## src/design/i2s_dsp_pkg.sv

```systemverilog
package i2s_dsp_pkg;

    // Output word width and counter width
    localparam int DATA_W = 32;
    localparam int CNT_W  = 5;

    // Supported word lengths
    typedef enum logic [1:0] {
        WLEN_8  = 2'd0,
        WLEN_16 = 2'd1,
        WLEN_24 = 2'd2,
        WLEN_32 = 2'd3
    } word_len_e;

    // Receiver configuration, only changed while en is low
    typedef struct packed {
        logic             en;
        logic             two_ch;
        logic             lsb_first;
        word_len_e        word_len;
        logic [CNT_W-1:0] offset;
    } rx_cfg_t;

    // Strobes from the frame controller to the deserializers
    typedef struct packed {
        // Take a bit on this edge
        logic sample;
        // Bit starts a new word
        logic first;
        // Bit completes the word
        logic last;
    } shift_ctl_t;

    // Word on the output port, tagged with its channel
    typedef struct packed {
        logic [DATA_W-1:0] data;
        logic              ch;
    } rx_word_t;

endpackage

```

## src/design/i2s_dsp_deser.sv

```systemverilog
`timescale 1ns/1ps

module i2s_dsp_deser (
    input  logic                            sck_i,
    input  logic                            rstn_i,
    input  logic                            sd_i,
    input  i2s_dsp_pkg::shift_ctl_t         ctl_i,
    input  i2s_dsp_pkg::rx_cfg_t            cfg_i,
    output logic [i2s_dsp_pkg::DATA_W-1:0]  data_o
);
    import i2s_dsp_pkg::*;

    logic [DATA_W-1:0] shift_q;
    logic [DATA_W-1:0] shift_d;
    logic [DATA_W-1:0] base;
    logic [DATA_W-1:0] aligned;
    logic [CNT_W-1:0]  pad_bits;

    // Unused upper bits of the register for this word length
    always_comb begin
        case (cfg_i.word_len)
            WLEN_8:  pad_bits = CNT_W'(24);
            WLEN_16: pad_bits = CNT_W'(16);
            WLEN_24: pad_bits = CNT_W'(8);
            default: pad_bits = CNT_W'(0);
        endcase
    end

    // Start from an empty register on the first bit so short words come out zero-extended
    assign base = ctl_i.first ? '0 : shift_q;

    always_comb begin
        if (cfg_i.lsb_first) begin
            // LSB first enters at the top and moves down
            shift_d = {sd_i, base[DATA_W-1:1]};
        end else begin
            shift_d = {base[DATA_W-2:0], sd_i};
        end
    end

    // LSB-first words sit at the top, bring the first bit down to bit 0
    assign aligned = cfg_i.lsb_first ? (shift_d >> pad_bits) : shift_d;

    always_ff @(posedge sck_i or negedge rstn_i) begin
        if (!rstn_i) begin
            shift_q <= '0;
        end else if (ctl_i.sample) begin
            shift_q <= shift_d;
        end
    end

    // Finished word, stays put while the next word shifts in
    always_ff @(posedge sck_i or negedge rstn_i) begin
        if (!rstn_i) begin
            data_o <= '0;
        end else if (ctl_i.sample && ctl_i.last) begin
            data_o <= aligned;
        end
    end

endmodule

```

## src/design/i2s_dsp_frame_ctrl.sv

```systemverilog
`timescale 1ns/1ps

module i2s_dsp_frame_ctrl (
    input  logic                    sck_i,
    input  logic                    rstn_i,
    input  logic                    ws_i,
    input  i2s_dsp_pkg::rx_cfg_t    cfg_i,
    input  logic                    busy_i,
    output i2s_dsp_pkg::shift_ctl_t ctl_o
);
    import i2s_dsp_pkg::*;

    typedef enum logic [1:0] {
        IDLE,
        OFFSET,
        RUN
    } state_e;

    state_e           state_q;
    state_e           state_d;
    logic [CNT_W-1:0] off_cnt_q;
    logic [CNT_W-1:0] bit_cnt_q;
    logic [CNT_W-1:0] last_idx;
    logic             start;

    // Index of the final bit within a word
    always_comb begin
        case (cfg_i.word_len)
            WLEN_8:  last_idx = CNT_W'(7);
            WLEN_16: last_idx = CNT_W'(15);
            WLEN_24: last_idx = CNT_W'(23);
            default: last_idx = CNT_W'(31);
        endcase
    end

    // Frame sync is only accepted once the output stage has drained
    assign start = cfg_i.en && ws_i && !busy_i;

    always_comb begin
        state_d = state_q;
        ctl_o   = '0;
        case (state_q)
            IDLE: begin
                if (start) begin
                    if (cfg_i.offset == '0) begin
                        // No offset, the bit on the line right now is the first one
                        ctl_o.sample = 1'b1;
                        ctl_o.first  = 1'b1;
                        state_d      = RUN;
                    end else begin
                        state_d = OFFSET;
                    end
                end
            end
            OFFSET: begin
                if (!cfg_i.en) begin
                    state_d = IDLE;
                end else if (off_cnt_q == cfg_i.offset) begin
                    ctl_o.sample = 1'b1;
                    ctl_o.first  = 1'b1;
                    state_d      = RUN;
                end
            end
            RUN: begin
                if (!cfg_i.en) begin
                    state_d = IDLE;
                end else begin
                    ctl_o.sample = 1'b1;
                    if (bit_cnt_q == last_idx) begin
                        ctl_o.last = 1'b1;
                        state_d    = IDLE;
                    end
                end
            end
            default: begin
                state_d = IDLE;
            end
        endcase
    end

    always_ff @(posedge sck_i or negedge rstn_i) begin
        if (!rstn_i) begin
            state_q   <= IDLE;
            off_cnt_q <= '0;
            bit_cnt_q <= '0;
        end else begin
            state_q <= state_d;

            // Offset edges counted from the sync edge onwards
            if (state_q == IDLE) begin
                off_cnt_q <= CNT_W'(1);
            end else if (state_q == OFFSET) begin
                off_cnt_q <= off_cnt_q + 1'b1;
            end

            // The first bit counts as bit 0, so the counter restarts at 1
            if (ctl_o.first) begin
                bit_cnt_q <= CNT_W'(1);
            end else if (ctl_o.sample) begin
                bit_cnt_q <= bit_cnt_q + 1'b1;
            end
        end
    end

endmodule

```

## src/design/i2s_dsp_out_stage.sv

```systemverilog
`timescale 1ns/1ps

module i2s_dsp_out_stage (
    input  logic                            sck_i,
    input  logic                            rstn_i,
    input  logic                            load_i,
    input  logic                            two_ch_i,
    input  logic [i2s_dsp_pkg::DATA_W-1:0]  ch0_i,
    input  logic [i2s_dsp_pkg::DATA_W-1:0]  ch1_i,
    output i2s_dsp_pkg::rx_word_t           word_o,
    output logic                            valid_o,
    input  logic                            ready_i,
    output logic                            busy_o
);
    import i2s_dsp_pkg::*;

    logic              load_q;
    logic              pend_ch0_q;
    logic              pend_ch1_q;
    logic [DATA_W-1:0] data_ch0_q;
    logic [DATA_W-1:0] data_ch1_q;
    logic              xfer;

    assign xfer = valid_o && ready_i;

    // Deserializer words settle one edge after the last strobe
    always_ff @(posedge sck_i or negedge rstn_i) begin
        if (!rstn_i) begin
            load_q <= 1'b0;
        end else begin
            load_q <= load_i;
        end
    end

    always_ff @(posedge sck_i) begin
        if (load_q) begin
            data_ch0_q <= ch0_i;
            data_ch1_q <= ch1_i;
        end
    end

    always_ff @(posedge sck_i or negedge rstn_i) begin
        if (!rstn_i) begin
            pend_ch0_q <= 1'b0;
            pend_ch1_q <= 1'b0;
        end else if (load_q) begin
            pend_ch0_q <= 1'b1;
            pend_ch1_q <= two_ch_i;
        end else if (xfer) begin
            // Channel 0 always leaves first
            if (pend_ch0_q) begin
                pend_ch0_q <= 1'b0;
            end else begin
                pend_ch1_q <= 1'b0;
            end
        end
    end

    assign valid_o     = pend_ch0_q || pend_ch1_q;
    assign word_o.data = pend_ch0_q ? data_ch0_q : data_ch1_q;
    assign word_o.ch   = !pend_ch0_q;

    // Keeps the controller from taking a new frame until everything is out
    assign busy_o = load_q || pend_ch0_q || pend_ch1_q;

endmodule

```

## src/design/i2s_dsp_rx.sv

```systemverilog
`timescale 1ns/1ps

module i2s_dsp_rx (
    input  logic                  sck_i,
    input  logic                  rstn_i,
    input  logic                  ws_i,
    input  logic                  sd_ch0_i,
    input  logic                  sd_ch1_i,
    input  i2s_dsp_pkg::rx_cfg_t  cfg_i,
    output i2s_dsp_pkg::rx_word_t word_o,
    output logic                  valid_o,
    input  logic                  ready_i
);
    import i2s_dsp_pkg::*;

    shift_ctl_t        shift_ctl;
    logic [DATA_W-1:0] data_ch0;
    logic [DATA_W-1:0] data_ch1;
    logic              busy;

    // Frame sync, offset and bit timing
    i2s_dsp_frame_ctrl u_frame_ctrl (
        .sck_i  (sck_i),
        .rstn_i (rstn_i),
        .ws_i   (ws_i),
        .cfg_i  (cfg_i),
        .busy_i (busy),
        .ctl_o  (shift_ctl)
    );

    i2s_dsp_deser u_deser_ch0 (
        .sck_i  (sck_i),
        .rstn_i (rstn_i),
        .sd_i   (sd_ch0_i),
        .ctl_i  (shift_ctl),
        .cfg_i  (cfg_i),
        .data_o (data_ch0)
    );

    // Runs in single-channel mode too, its word is just never flagged
    i2s_dsp_deser u_deser_ch1 (
        .sck_i  (sck_i),
        .rstn_i (rstn_i),
        .sd_i   (sd_ch1_i),
        .ctl_i  (shift_ctl),
        .cfg_i  (cfg_i),
        .data_o (data_ch1)
    );

    i2s_dsp_out_stage u_out_stage (
        .sck_i    (sck_i),
        .rstn_i   (rstn_i),
        .load_i   (shift_ctl.last),
        .two_ch_i (cfg_i.two_ch),
        .ch0_i    (data_ch0),
        .ch1_i    (data_ch1),
        .word_o   (word_o),
        .valid_o  (valid_o),
        .ready_i  (ready_i),
        .busy_o   (busy)
    );

endmodule

```

## config.mk

```make
export PLATFORM = sky130hd
export DESIGN_NAME = i2s_dsp_rx
export DESIGN_NICKNAME = d
export VERILOG_FILES = /design/src/design/i2s_dsp_pkg.sv /design/src/design/i2s_dsp_deser.sv /design/src/design/i2s_dsp_frame_ctrl.sv /design/src/design/i2s_dsp_out_stage.sv /design/src/design/i2s_dsp_rx.sv
export SDC_FILE = /design/constraint.sdc
export NUM_CORES = 1
export LEC_CHECK = 0
export BUFFER_PORTS_ARGS = -buffer_cell sky130_fd_sc_hd__buf_2
export CELL_PAD_IN_SITES_DETAIL_PLACEMENT = 0
export CELL_PAD_IN_SITES_GLOBAL_PLACEMENT = 1
export CORE_MARGIN = 2
export CORE_UTILIZATION = 35
export CTS_CLUSTER_SIZE = 28
export DETAILED_ROUTE_END_ITERATION = 8
export GPL_ROUTABILITY_DRIVEN = 0
export PLACE_DENSITY_LB_ADDON = 0.1
export SLEW_MARGIN = 0
export SYNTH_ARGS = -nofsm -noshare
export SYNTH_HDL_FRONTEND = slang
export SYNTH_SLANG_ARGS = --single-unit
```

## constraint.sdc

```tcl
create_clock -name sck_i -period 9.74 [get_ports sck_i]
set_clock_uncertainty 0.1 [all_clocks]
set_input_delay 1.461 -clock sck_i [delete_from_list [all_inputs] [get_ports sck_i]]
set_output_delay 1.461 -clock sck_i [all_outputs]
set_load 0.01 [all_outputs]
```

==> flow_summary.toml <==
[status]
status = "finished clean"

[routing]
first_iter_violations = 719
post_drt_via_cell_ratio = 5.39
wl_per_cell_um = 21.5
antenna_violating_nets_post_route = 0
vias = 7215
detail_route.first_pass.iterations = 6
totalWireLength_um = 28800
count_of_unresolved_drc_violations_after_routing = 0

[worst_hold_path]
timing.hold.worst_path_depth = 0
hold_start = "u_deser_ch0.data_o[24]$_DFFE_PN0P_"
hold-path-endpoint = "u_out_stage.data_ch0_q[24]$_DFFE_PP_"
hold_class = "reg2reg"

[logic_synthesis]
yosysWarnings = 0
combinational_family_with_the_most_area_after_synthesis = "compound AO/OA/AOI/OAI gates"
synth-simple-area-share = 0.138
mappedNetlistArea_um2 = 9890
adder_cell_share_of_the_synthesized_area = 0.00253
synthXorXnorAreaFrac = 0.00885
ys_seq_elements = 207
yosys.cell_types.count = 43
netlist_top_cells_area = "dfrtp_1, edfxtp_1, mux2_2, a211oi_1, nor2_1"
synth_compound_gate_area_share = 0.157
post_synthesis_cells = 933
synth-edff-count = 64
ys.flop_type = "dfrtp_1"
synth_async_sr_flop_share = 0.691
post-synth-top-area-cell = "dfrtp_1"
syn_nets = 951
muxShareOfSynthArea = 0.102
synth-seq-area-share = 0.556
synth_area_per_cell_um2 = 10.6
share_of_the_synthesized_area_in_the_top_cell_type = 0.362

[final_layout]
final_util = 0.403
layout.area.seq_um2 = 5500
layout.nets = 960
areaGrowthSynthToFinish_pct = 13.2
layout_commonest_cell = "dfrtp_1"
layout.filler_cells = 2807
most-common-layout-cells = "dfrtp_1, nor2_1, nand2_1"
multi_input_combinational_cell_area_um2 = 4050
drive_above_1_share = 0.172

[sta]
top_achievable_clock_speed_mhz = 272
timing.final.crit_period_ns = 3.68
timing_worst_slew_pin_value_ns = 0.985
setup_total_negative_slack_ns = 0
timing_max_transition_violations_final = 0
finalHoldViolCount = 0
max_transition_margin = 0.344
final-setup-viol-count = 0
layout_setup_ws_ns = 6.06
min_period_over_period = 0.378
grt_setup_unrepaired = "no"

[setup_path]
crit_end_element = "flop"
critical_path.reg2reg.startpoint = "u_frame_ctrl.state_q[1]$_DFFE_PN0P_"
regToRegEndpoint = "u_deser_ch1.data_o[0]$_DFFE_PN0P_"
worstSetupStartpointType = "input pin"
timing.reg2reg.setup_slack_ns = 6.70
worst_r2r_path_depth = 8
cp_arrival_ns = 3.95
worstPathMaxFanout = 93
timing.setup.critical_path_class = "in2reg"
required_ns = 10.02

[clock_network]
ctsLongestPathBuffers = 3
post_cts_hold_buffer_count = 0
cts_resized = 0
tritoncts_clock_tree = "done"
tritoncts_num_sinks = 207
cts.reportedPaths.clkPinSlew_ns = 0.06
cts_made_buffers = 24
root_buffer = "clkbuf_16"
post_cts.repair.setup_buffers = 0
cts-htree-levels = 1
worstSkewPairLatency_ns = 0.52

[floorplanning]
fp.dieW_um = 172
rows = 61
initial_core_utilization = 0.356
area_of_the_die_um2 = 29600
pin_count = 50
core_area_um2 = 27800
dieHeight_um = 172

[placed_design]
preCtsSetupSlack_ns = 5.53
portBuffers = 49
post_dp_hpwl_um = 18600

[global_route]
grt_max_degree = 94
grt_pass1_wl_um = 44400
grt_pass1_vias = 6897
groute.usage.overall = 0.200
antenna_found_initial = 3
global_route.overflow_total = 0

[pwr]
p_leak_nw = 4.71
p_per_area_nw_per_um2 = 247
vdd.ir_drop.worst_mv = 0.133

[run]
maxCapViolCount = 0
[synth_stat cells (all sizes together) (5+ instances only)]
cell	instances
dfrtp	143
nor2	108
nand2	72
edfxtp	64
a211oi	62
mux2	62
a21oi	57
nor3	50
o21ai	49
nor2b	46
clkbuf	44
buf	33
mux2i	31
a221oi	14
a32oi	13
o31ai	13
inv	7
nand3	7
xor2	7
a21o	6
a22o	6
a22oi	5
nand4	5
o22ai	5
[metrics by stage]
stage	hold slack, ns	std cells	instance area (µm²)	total power, mW
final	0.347	1338	11200	2.77
after CTS	0.348	1337	11200	2.79
after global placement	0.333	1294	10400	1.85
after detailed placement	0.335	1294	10400	1.85
after global routing	0.358	1337	11200	2.91
after floorplan	0.325	933	9890	1.60
[final cells by class]
class / count / area share
sequential: 207 / 0.491
multi-input combinational: 642 / 0.362
clock buffer: 28 / 0.0569
tap: 378 / 0.0422
timing repair buffer: 60 / 0.0301
clock inverter: 15 / 0.0151
inverter: 7 / 0.00235
antenna: 1 / 0.000223
[how the worst max path moves through the flow]
stage                                       from                            endpoint  slack, ns  cells past startpoint
detailed placement                      cfg_i[7]  u_deser_ch0.data_o[15]$_DFFE_PN0P_       5.53                      7
CTS                                     cfg_i[7]  u_deser_ch0.data_o[15]$_DFFE_PN0P_       6.07                      7
global placement                        cfg_i[7]  u_deser_ch0.data_o[15]$_DFFE_PN0P_       5.55                      7
global route                            cfg_i[6]   u_deser_ch0.data_o[8]$_DFFE_PN0P_       5.86                      8
floorplan           u_out_stage.load_q$_DFF_PN0_   u_deser_ch0.data_o[4]$_DFFE_PN0P_       6.55                      7
finish                                  cfg_i[7]  u_deser_ch0.data_o[15]$_DFFE_PN0P_       6.06                      7
[power breakdown]
group          total [mW]  switching, mW  internal [mW]
Clock               0.926          0.356          0.570
Combinational       0.561          0.301          0.260
Sequential           1.28          0.249           1.03
[layer usage]
layer  vias to the layer above  part of all wire  track usage  routed length, µm
met5                         -                 0            0                  0
met4                         0             0.020       0.0471                574
met3                        36             0.052       0.0291               1500
met2                       175              0.45        0.307              12900
met1                      3569              0.48        0.298              13900
li1                       3435                 -            -                  -
[flip-flops by register name (all words and copies together), names as in the netlist]
register and cells:
u_deser_ch0.data_o 32, u_deser_ch0.shift_q 32, u_deser_ch1.data_o 32, u_deser_ch1.shift_q 32, u_frame_ctrl.bit_cnt_q 5, u_frame_ctrl.off_cnt_q 5, u_frame_ctrl.state_q 2, u_out_stage.data_ch0_q 32
u_out_stage.data_ch1_q 32, u_out_stage.load_q 1, u_out_stage.pend_ch0_q 1, u_out_stage.pend_ch1_q 1
[cell families after synthesis]
group	after synthesis
multiplexers	93
adder cells (fa/ha/maj)	2
AND/OR/NAND/NOR	299
buffers and inverters	84
AO/OA/AOI/OAI	238
XOR/XNOR	10
flip-flops	207
[critical path, cell delays in order]
cell and delay (ns):
buf_4 0.71, buf_4 0.64, mux2_2 0.44, mux2_2 0.26, a22o_1 0.17, a32oi_1 0.14, o21ai_0 0.09
Power figures use the tool's default switching activity.
